`src/common/sm_defines.svh`:
```
`ifndef SM_DEFINES_SVH
`define SM_DEFINES_SVH

// cpu word width
`define SM_WORD_W 16

// byte step between memory words
`define SM_ADDR_STEP 2

// one-hot register file destinations
`define SM_DEST_R0  16'h0001
`define SM_DEST_R15 16'h8000

`endif

```
`src/common/sm_cmd_pkg.sv`:
```
`default_nettype none
`include "sm_defines.svh"

package sm_cmd_pkg;

    typedef logic [`SM_WORD_W-1:0] sm_word_t;

    // one flag per command, held stable while busy
    typedef struct packed {
        logic id;
        logic id_prev;
        logic sm_disable;
    } sm_cmd_t;

    // field requests to the SM table
    typedef enum logic [2:0] {
        req_none      = 3'd0,
        req_pub_start = 3'd1,
        req_pub_end   = 3'd2,
        req_sec_start = 3'd3,
        req_sec_end   = 3'd4,
        req_id        = 3'd5
    } sm_req_e;

    typedef struct packed {
        sm_word_t pc;
        sm_word_t r15;
        sm_word_t prev_id;
    } cpu_regs_t;

    // dest is one hot over r0..r15
    typedef struct packed {
        logic     write;
        sm_word_t dest;
        sm_word_t data;
    } reg_wb_t;

    typedef struct packed {
        logic wr;
        logic z;
    } stat_t;

endpackage

`default_nettype wire

```
`src/common/sm_mem_pkg.sv`:
```
`default_nettype none
`include "sm_defines.svh"

package sm_mem_pkg;

    typedef struct packed {
        logic                  en;
        logic [1:0]            wr;
        logic [`SM_WORD_W-1:0] addr;
        logic [`SM_WORD_W-1:0] data;
    } mem_bus_t;

    // base and limit loads, or a step to the next word
    typedef struct packed {
        logic                  base_load;
        logic [`SM_WORD_W-1:0] base;
        logic                  limit_load;
        logic [`SM_WORD_W-1:0] limit;
        logic                  step;
    } range_ctl_t;

endpackage

`default_nettype wire

```
`src/source/addr_range_walker.sv`:
```
`timescale 1ns/10ps
`default_nettype none
`include "sm_defines.svh"

module addr_range_walker (
    input  wire                         clk,
    input  wire                         reset,
    input  wire sm_mem_pkg::range_ctl_t range,
    output sm_cmd_pkg::sm_word_t        addr,
    output logic                        range_done
);
    import sm_cmd_pkg::*;

    sm_word_t limit_q;

    always_ff @(posedge clk)
    begin
        if (reset)
            addr <= '0;
        else if (range.base_load)
            addr <= range.base;
        else if (range.step)
            addr <= addr + sm_word_t'(`SM_ADDR_STEP);
    end

    always_ff @(posedge clk)
    begin
        if (reset)
            limit_q <= '0;
        else if (range.limit_load)
            limit_q <= range.limit;
    end

    // limit is exclusive
    assign range_done = (addr >= limit_q);

    assert property (@(posedge clk) disable iff (reset) !(range.base_load && range.step));

endmodule

`default_nettype wire

```
`src/source/sm_select.sv`:
```
`timescale 1ns/10ps
`default_nettype none

module sm_select (
    input  wire                        clk,
    input  wire                        reset,
    input  wire sm_cmd_pkg::sm_cmd_t   cmd,
    input  wire sm_cmd_pkg::cpu_regs_t regs,
    input  wire                        sm_data_valid,
    input  wire                        sm_pc_valid,
    output sm_cmd_pkg::sm_word_t       sm_addr,
    output logic                       sm_valid
);
    logic valid_d;

    // id looks up the SM around r15, the rest use the pc
    assign sm_addr = cmd.id ? regs.r15 : regs.pc;

    always_comb
    begin
        if (cmd.id)
            valid_d = sm_data_valid;
        else if (cmd.sm_disable)
            valid_d = sm_pc_valid;
        else
            valid_d = cmd.id_prev;
    end

    always_ff @(posedge clk)
    begin
        if (reset)
            sm_valid <= 1'b0;
        else
            sm_valid <= valid_d;
    end

    assert property (@(posedge clk) reset |=> !sm_valid);

endmodule

`default_nettype wire

```
`src/sequencer/cmd_sequencer.sv`:
```
`timescale 1ns/10ps
`default_nettype none
`include "sm_defines.svh"

module cmd_sequencer (
    input  wire                        clk,
    input  wire                        reset,
    input  wire                        start,
    input  wire sm_cmd_pkg::sm_cmd_t   cmd,
    input  wire sm_cmd_pkg::cpu_regs_t regs,
    input  wire                        irq_pnd,
    input  wire sm_cmd_pkg::sm_word_t  sm_data,
    input  wire                        sm_valid,
    input  wire                        range_done,
    output logic                       busy,
    output sm_cmd_pkg::sm_req_e        sm_request,
    output sm_mem_pkg::range_ctl_t     range,
    output logic                       mem_en,
    output logic [1:0]                 mem_wr,
    output sm_cmd_pkg::reg_wb_t        wb,
    output sm_cmd_pkg::stat_t          stat
);
    import sm_cmd_pkg::*;
    import sm_mem_pkg::*;

    typedef enum logic [3:0] {
        st_idle,
        st_check,
        st_code_base,
        st_code_limit,
        st_clear_code,
        st_data_base,
        st_data_limit,
        st_clear_data,
        st_fail,
        st_irq_fail,
        st_success,
        st_wait
    } state_e;

    state_e  state;
    state_e  next_state;
    logic    irq_abort;
    reg_wb_t wb_d;
    stat_t   stat_d;

    // check and the result states always run to completion
    assign irq_abort = irq_pnd &&
        !(state inside {st_idle, st_check, st_success, st_fail, st_irq_fail});

    always_comb
    begin
        next_state = state;
        if (irq_abort)
        begin
            next_state = st_irq_fail;
        end
        else
        begin
            case (state)
                st_idle:
                    next_state = start ? st_check : st_idle;
                st_check:
                begin
                    if (!sm_valid)
                        next_state = st_fail;
                    else if (cmd.id || cmd.id_prev)
                        next_state = st_success;
                    else if (cmd.sm_disable)
                        next_state = st_code_base;
                    else
                        next_state = st_fail;
                end
                st_code_base:  next_state = st_code_limit;
                st_code_limit: next_state = st_clear_code;
                st_clear_code: next_state = range_done ? st_data_base : st_clear_code;
                st_data_base:  next_state = st_data_limit;
                st_data_limit: next_state = st_clear_data;
                st_clear_data: next_state = range_done ? st_success : st_clear_data;
                st_success:    next_state = cmd.sm_disable ? st_wait : st_idle;
                default:       next_state = st_idle;
            endcase
        end
    end

    assign busy = (state != st_idle);

    // decode for the state being entered
    always_comb
    begin
        sm_request = req_none;
        range      = '0;
        mem_en     = 1'b0;
        mem_wr     = 2'b00;
        wb_d       = '0;
        stat_d     = '0;
        case (next_state)
            st_code_base:
            begin
                sm_request      = req_pub_start;
                range.base_load = 1'b1;
                range.base      = sm_data;
            end
            st_code_limit:
            begin
                sm_request       = req_pub_end;
                range.limit_load = 1'b1;
                range.limit      = sm_data;
            end
            st_data_base:
            begin
                sm_request      = req_sec_start;
                range.base_load = 1'b1;
                range.base      = sm_data;
            end
            st_data_limit:
            begin
                sm_request       = req_sec_end;
                range.limit_load = 1'b1;
                range.limit      = sm_data;
            end
            st_clear_code, st_clear_data:
            begin
                mem_en     = 1'b1;
                mem_wr     = 2'b11;
                range.step = 1'b1;
            end
            st_success:
            begin
                wb_d.write = 1'b1;
                stat_d.wr  = 1'b1;
                if (cmd.sm_disable)
                begin
                    // jump to the address the caller left in r15
                    wb_d.dest = `SM_DEST_R0;
                    wb_d.data = regs.r15;
                end
                else if (cmd.id)
                begin
                    sm_request = req_id;
                    wb_d.dest  = `SM_DEST_R15;
                    wb_d.data  = sm_data;
                end
                else
                begin
                    wb_d.dest = `SM_DEST_R15;
                    wb_d.data = regs.prev_id;
                end
            end
            st_fail, st_irq_fail:
            begin
                wb_d.write = 1'b1;
                wb_d.dest  = `SM_DEST_R15;
                stat_d.wr  = 1'b1;
                // zero flag tells an abort apart from a bad SM
                stat_d.z   = (next_state == st_irq_fail);
            end
            default:
            begin
            end
        endcase
    end

    always_ff @(posedge clk)
    begin
        wb   <= wb_d;
        stat <= stat_d;
        if (reset)
        begin
            state    <= st_idle;
            wb.write <= 1'b0;
            stat.wr  <= 1'b0;
        end
        else
        begin
            state <= next_state;
        end
    end

    assert property (@(posedge clk) disable iff (reset) (mem_wr != 2'b00) |-> mem_en);

    // results never come on two cycles in a row
    assert property (@(posedge clk) disable iff (reset) wb.write |=> !wb.write);

endmodule

`default_nettype wire

```
`src/source/sm_command_unit.sv`:
```
`timescale 1ns/10ps
`default_nettype none

module sm_command_unit (
    input  wire                        clk,
    input  wire                        reset,
    input  wire                        start,
    input  wire sm_cmd_pkg::sm_cmd_t   cmd,
    input  wire sm_cmd_pkg::cpu_regs_t regs,
    input  wire                        irq_pnd,
    input  wire sm_cmd_pkg::sm_word_t  sm_data,
    input  wire                        sm_data_valid,
    input  wire                        sm_pc_valid,
    output logic                       busy,
    output sm_cmd_pkg::sm_req_e        sm_request,
    output sm_cmd_pkg::sm_word_t       sm_addr,
    output sm_mem_pkg::mem_bus_t       mem,
    output sm_cmd_pkg::reg_wb_t        wb,
    output sm_cmd_pkg::stat_t          stat
);
    import sm_cmd_pkg::*;
    import sm_mem_pkg::*;

    range_ctl_t range;
    sm_word_t   walk_addr;
    logic       range_done;
    logic       sm_valid;
    logic       mem_en;
    logic [1:0] mem_wr;

    cmd_sequencer u_seq (
        .clk        (clk),
        .reset      (reset),
        .start      (start),
        .cmd        (cmd),
        .regs       (regs),
        .irq_pnd    (irq_pnd),
        .sm_data    (sm_data),
        .sm_valid   (sm_valid),
        .range_done (range_done),
        .busy       (busy),
        .sm_request (sm_request),
        .range      (range),
        .mem_en     (mem_en),
        .mem_wr     (mem_wr),
        .wb         (wb),
        .stat       (stat)
    );

    addr_range_walker u_walk (
        .clk        (clk),
        .reset      (reset),
        .range      (range),
        .addr       (walk_addr),
        .range_done (range_done)
    );

    sm_select u_sel (
        .clk           (clk),
        .reset         (reset),
        .cmd           (cmd),
        .regs          (regs),
        .sm_data_valid (sm_data_valid),
        .sm_pc_valid   (sm_pc_valid),
        .sm_addr       (sm_addr),
        .sm_valid      (sm_valid)
    );

    // the unit only ever writes zeros
    assign mem = '{en: mem_en, wr: mem_wr, addr: walk_addr, data: '0};

endmodule

`default_nettype wire

```
`config.mk`:
```
export PLATFORM = sky130hd
export DESIGN_NAME = sm_command_unit
export DESIGN_NICKNAME = d
export VERILOG_FILES = /design/src/common/sm_cmd_pkg.sv /design/src/common/sm_mem_pkg.sv /design/src/source/addr_range_walker.sv /design/src/source/sm_select.sv /design/src/sequencer/cmd_sequencer.sv /design/src/source/sm_command_unit.sv
export VERILOG_INCLUDE_DIRS = /design/src /design/src/common
export SDC_FILE = /design/constraint.sdc
export NUM_CORES = 1
export LEC_CHECK = 0
export ABC_AREA = 1
export BUFFER_PORTS_ARGS = -buffer_cell sky130_fd_sc_hd__buf_2
export CELL_PAD_IN_SITES_DETAIL_PLACEMENT = 1
export CELL_PAD_IN_SITES_GLOBAL_PLACEMENT = 2
export CORE_UTILIZATION = 25
export CTS_BUF_LIST = sky130_fd_sc_hd__clkbuf_4
export CTS_CLUSTER_DIAMETER = 120
export DETAILED_ROUTE_END_ITERATION = 10
export PLACE_DENSITY_LB_ADDON = 0.05
export SLEW_MARGIN = 15
export SYNTH_ARGS = -nofsm -noshare
export SYNTH_HDL_FRONTEND = slang
export SYNTH_SLANG_ARGS = --single-unit
export TNS_END_PERCENT = 20
```
`constraint.sdc`:
```
create_clock -name clk -period 2.93 [get_ports clk]
set_input_delay 0.293 -clock clk [delete_from_list [all_inputs] [get_ports clk]]
set_output_delay 0.293 -clock clk [all_outputs]
set_load 0.02 [all_outputs]
```
* After elaboration in Yosys (flattened, before gate mapping)
Index checks and enable logic that the tools add are counted.
** Operators by class
- Add/sub/neg operators :: 1
- Magnitude comparators :: 1
- Equality and inequality tests :: 19
- Mux-type cells :: 25
- Reduce and logical (&&, ||, !) cells :: 12
** Operators by type and width (number)
- two-way mux 16 bit :: 4
- case mux 4 bit (9 select lines) :: 1
- two-way mux 17 bit :: 2
- case mux 17 bit (2 select lines) :: 1
- equality test 4 x 3 -> 1 bit (second input constant) :: 8
- two-way mux 32 bit :: 1
- equality test 4 bit (second input constant) :: 6
- two-way mux 4 bit :: 6
- adder 16 x 2 -> 16 bit (second input constant) :: 1
- equality test 4 x 2 -> 1 bit (second input constant) :: 4
- greater-or-equal comparator 16 bit :: 1
- case mux 3 bit (5 select lines) :: 1
- OR reduction 2 bit :: 4
- two-way mux 1 bit :: 6
- two-way mux 3 bit :: 2
- nonzero test 5 bit :: 1
- equality test 4 x 1 -> 1 bit (second input constant) :: 1
- logical NOT 4 bit :: 1
- nonzero test 4 bit :: 1
- OR reduction 3 bit :: 1
- two-way mux 2 bit :: 1
- nonzero test 2 bit :: 1
- logical AND 1 bit :: 1
- logical NOT 1 bit :: 1
- logical OR 1 bit :: 1
** Storage, ports and cells
- Bits in registers :: 72
- Input bits :: 73
- Output and inout port bits :: 90
- Logic and storage cells :: 67

* Longest topological paths before layout
- Depth after elaboration :: 10
- Mapped depth :: 21
- Depth with buffers taken out :: 20

* Cells and area by module
Synthesis repeated with hierarchy kept, for this count alone.
** Unflattened totals
- Cell total of the unflattened synthesis :: 596
- Area total of the unflattened synthesis :: 4032.6 um^2
** By module, submodules not included
- addr_range_walker :: instances 1, cells an instance 269, area each 1918.1 um^2, sequential area each 640.6 um^2
- cmd_sequencer :: instances 1, cells an instance 249, area each 1695.4 um^2, sequential area each 480.5 um^2
- sm_select :: instances 1, cells an instance 60, area each 287.8 um^2, sequential area each 20.0 um^2
- sm_command_unit :: instances 1, cells an instance 18, area each 131.4 um^2, sequential area each 0.0 um^2

* Worst setup path after synthesis
OpenSTA, ideal clock, no wires.
- Path type :: flip-flop to output port
- Start point :: reg u_walk.addr[3]
- End point :: out mem[32] (netlist name)
- Data arrival time :: 2.271 ns
- Data required time :: 2.637 ns
- Slack :: 0.366 ns
- Cell stages (with the launch flop) :: 15
- Path buffers :: 2
- Cells stage by stage :: dfxtp_1 -> ha_1 -> a21oi_1 -> nand2_1 -> nand2_1 -> nand2_1 -> nand2_1 -> nand2_1 -> nand2_2 -> nand3_4 -> o21ai_2 -> buf_4 -> inv_1 -> nor2_1 -> buf_4
** RTL lines
- from (decl) :: RTL line addr_range_walker.sv:9 : output sm_cmd_pkg::sm_word_t addr,
- from (signal assigned) :: RTL line addr_range_walker.sv:21 : addr <= range.base;
- from (signal assigned) :: RTL line addr_range_walker.sv:23 : addr <= addr + sm_word_t'(`SM_ADDR_STEP);
- to (decl) :: RTL line sm_command_unit.sv:17 : output sm_mem_pkg::mem_bus_t mem,

* Final worst setup path
- Start point :: reg u_walk.limit_q[15]
- End point :: out sm_request[1]
** On the way
- Longest elaborated chain between the ends :: 6
- Elaborated cells on any way between the ends :: 11
- Those cells by class :: order compare: 1; eq/ne: 5; mux: 5
** Ends and longest elaborated chain
- from (decl) :: RTL line addr_range_walker.sv:14 : sm_word_t limit_q;
- from (signal assigned) :: RTL line addr_range_walker.sv:31 : limit_q <= range.limit;
- greater-or-equal comparator 16 bit (*) :: RTL line addr_range_walker.sv:35 : assign range_done = (addr >= limit_q);
- two-way mux 4 bit or two-way mux 1 bit (tied branches) :: RTL line cmd_sequencer.sv:79, cmd_sequencer.sv:76
- case mux 4 bit (9 select lines) (*) :: RTL line cmd_sequencer.sv:60 : case (state)
- two-way mux 4 bit (*) :: RTL line cmd_sequencer.sv:54 : if (irq_abort)
- equality test 4 bit, or another cell as far along :: RTL line cmd_sequencer.sv:97 : case (next_state)
- case mux 3 bit (5 select lines) (*) :: RTL line cmd_sequencer.sv:97
- to (decl) :: RTL line sm_command_unit.sv:15 : output sm_cmd_pkg::sm_req_e sm_request,
Every way passes the cells marked *; elsewhere a longest branch is shown, timed or not.

==> impl_metrics.json <==
{
  "outcome": "finished, final reports clean",
  "synth_top_flop_cell": "dfxtp_1",
  "reg2reg_from": "u_walk.limit_q[15]$_SDFFE_PP0N_",
  "yosys-top-cells-area": "dfxtp_1 (31%), nand2_1 (9.8%), nor2_1 (9.6%), buf_4 (7.4%), inv_1 (6.4%)",
  "finalCritPeriodShare_pct": 94.18,
  "holdBufCountCts": 0,
  "crit_required_ns": 2.64,
  "worstSetupPathType": "register to output pin",
  "r2r_slack_ns": 0.34,
  "slew_headroom_pct": 56.19,
  "cts_tree": "yes",
  "min_to": "u_sel.sm_valid$_SDFF_PP0_",
  "overflow": 0,
  "ys_types": 35,
  "synth_top_area_share_pct": 30.98,
  "cp_cell_sequence": "inv_1 -> ha_1 -> a21oi_1 -> o21ai_1 -> nor2_2 -> nand3_2 -> buf_4 -> nand3_4 -> buf_4 -> nand4_1 -> nand2_2 -> buf_4",
  "crit_fanout": 7,
  "drcViolationCount": 0,
  "hold_depth": 3,
  "ys_seq_elements": 58,
  "synth_area_per_cell_um2": 6.952,
  "tns_ns": 0,
  "critPathSlowestCell": "dfxtp_1",
  "cts_inserted_buffers": 9,
  "htreeDepth": 3,
  "antennaDiodeCount": 0,
  "cp-start-kind": "register",
  "yosysTopAreaCell": "dfxtp_1",
  "cts_root_buffer": "clkbuf_4",
  "synth.most_common_cell": "nand2_1",
  "area_growth_pct": 26.54,
  "num_vias": 3755,
  "drtPass1Iterations": 4,
  "fp-row-count": 44,
  "worst_r2r_endpoint": "u_walk.limit_q[9]$_SDFFE_PP0N_",
  "power_mw": 2.062,
  "synth_edf_count": 0,
  "syn_area_mm2": 0.003747,
  "drtIter0Drc": 84,
  "rsz0062_at_grt": "false",
  "p_leak_nw": 2.527,
  "maxCapViolCount": 0,
  "holdCritStartpoint": "sm_pc_valid",
  "skew_ns": 0.01895,
  "wirelength_mm": 13.22,
  "drive_above_1_share_pct": 30.97,
  "grt.total_usage_pct": 17.28,
  "synth-async-reset-ratio_pct": 0,
  "clk_path_buf_depth": 2,
  "ys_seq_area_share_pct": 30.98,
  "critPathTopFamily": "simple AND/OR/NAND/NOR gates",
  "fmax_mhz": 362.4,
  "ios": 163,
  "setup_viol": 0,
  "grt_max_degree": 30,
  "ys_top_cells_by_count": "nand2_1 (98), nor2_1 (96), inv_1 (64)",
  "slew_violations": 0,
  "dp_cells": 840,
  "dieArea_mm2": 0.01548,
  "tightest_slew_ns": 0.6564,
  "fin_cells": 862,
  "grt_pass1_wl_mm": 20.64,
  "arrival_ns": 2.47,
  "clock_latency_ns": 0.43,
  "ant_nets": 0,
  "antenna_found_initial": 0,
  "powerDensity_mw_per_mm2": 434.9,
  "crit_buf_inv": 4,
  "first_global_vias": 3739,
  "n_fill_cell": 1891,
  "vias_per_cell": 4.356,
  "yosysWarnings": 0,
  "die_h_um": 124.4,
  "place_area_mm2": 0.004453,
  "path_clk_slew_ns": 0.10,
  "worst_path_most_repeated_cell": "buf_4",
  "die_x_um": 124.4,
  "hold_viol": 0,
  "hpwlAfterDp_mm": 10.47,
  "vdd_drop_max_mv": 0.1503,
  "initial_core_util_pct": 25.69,
  "period_minus_slack_ns": 2.760,
  "gp_congestion": 0.8031,
  "core_mm2": 0.01459,
  "max_stage_delay_ns": 0.34,
  "final_area_mm2": 0.004742,
  "clock_sinks": 58,
  "r2r_cells": 15,
  "synthCells": 539,
  "port_buffers": 132,
  "crit_path_end_kind": "output pin",
  "wire_per_inst_um": 15.34,
  "layout.nets": 763,
  "hp-class": "input pin to register"
}
routing by layer:
layer	global-route usage (%)	share of wire, %	vias to the layer above
li1	-	-	1913
met1	22.55	48	1705
met2	27.69	45	124
met3	3.651	5.2	13
met4	6.662	1.7	0
met5	0	0	-
layout by cell type, fill, tap and decap left out, types with 15 or more instances in the layout:
cell type and count:
conb_1 30, o21ai_0 34, nand2_1 95, nor2_1 94
inv_1 63, ha_1 15, nand3_1 22, dfxtp_1 47
mux2i_1 16, buf_2 127
final cells by class:
type	count	area [um^2]	share of cell area, %
Sequential cell	58	1175	24.78
Tap cell	184	230.2	4.855
Clock buffer	12	90.09	1.900
Inverter	74	280.3	5.910
Clock inverter	4	42.54	0.8971
Timing Repair Buffer	144	774.5	16.33
Multi-Input combinational cell	386	2150	45.33
where the power goes:
part	leakage (nW)	internal [mW]	switching (mW)
clock network	0.0764	0.283	0.316
logic	1.98	0.204	0.404
registers	0.475	0.827	0.0281
sequential cells by signal, indices dropped and copies added, names as in the netlist:
name / count
u_seq.state: 4
u_sel.sm_valid: 1
u_seq.wb: 19
u_walk.limit_q: 16
u_walk.addr: 16
u_seq.stat: 2
worst max-delay path by stage:
| stage | start | end | slack [ns] | depth (start not counted) |
|---|---|---|---|---|
| 6_report | u_walk.limit_q[15]$_SDFFE_PP0N_ | sm_request[1] | 0.17 | 12 |
| 5_1_grt | u_walk.limit_q[15]$_SDFFE_PP0N_ | sm_request[2] | 0.005 | 13 |
| 4_1_cts | u_walk.limit_q[15]$_SDFFE_PP0N_ | mem[34] | 0.02 | 12 |
| 3_5_place_dp | u_walk.addr[15]$_SDFFE_PP0P_ | u_walk.addr[3]$_SDFFE_PP0P_ | 0.27 | 14 |
| 3_3_place_gp | u_walk.addr[15]$_SDFFE_PP0P_ | u_walk.addr[3]$_SDFFE_PP0P_ | 0.35 | 14 |
| 2_1_floorplan | u_walk.addr[3]$_SDFFE_PP0P_ | mem[32] | 0.37 | 14 |
through the flow:
step	util (%)	hold WS [ns]	setup slack (ns)
floorplan	-	0.4000	0.3661
global placement	30.52	0.4918	0.3453
detailed placement	30.52	0.4959	0.2672
CTS	31.55	0.03592	0.01527
global route	32.50	0.05946	0.004743
finish	32.50	0.07974	0.1704
tightest hold or removal path, stage by stage:
cell and delay [ns]:
buf_2 0.08, o31ai_1 0.06, inv_1 0.05
cell families after synthesis:
family | after synthesis | synth area share, %
compound gates | 65 | 10.15
xor+xnor | 13 | 3.038
fa+ha+maj | 17 | 5.676
buf+inv | 124 | 16.53
flops | 58 | 30.98
mux | 16 | 4.274
other cells | 1 | 0.1001
simple gates | 245 | 29.25
timing repair:
| action | in CTS | in global routing |
|---|---|---|
| pin swaps | 2 | 9 |
| setup endpoints to repair | 3 | 6 |
| endpoints found under the hold margin | 0 | 0 |
| resized for setup | 2 | 33 |
| setup buffers | 2 | 4 |
| gates cloned | 0 | 0 |
Note: power is estimated with default switching activity, not from simulation.
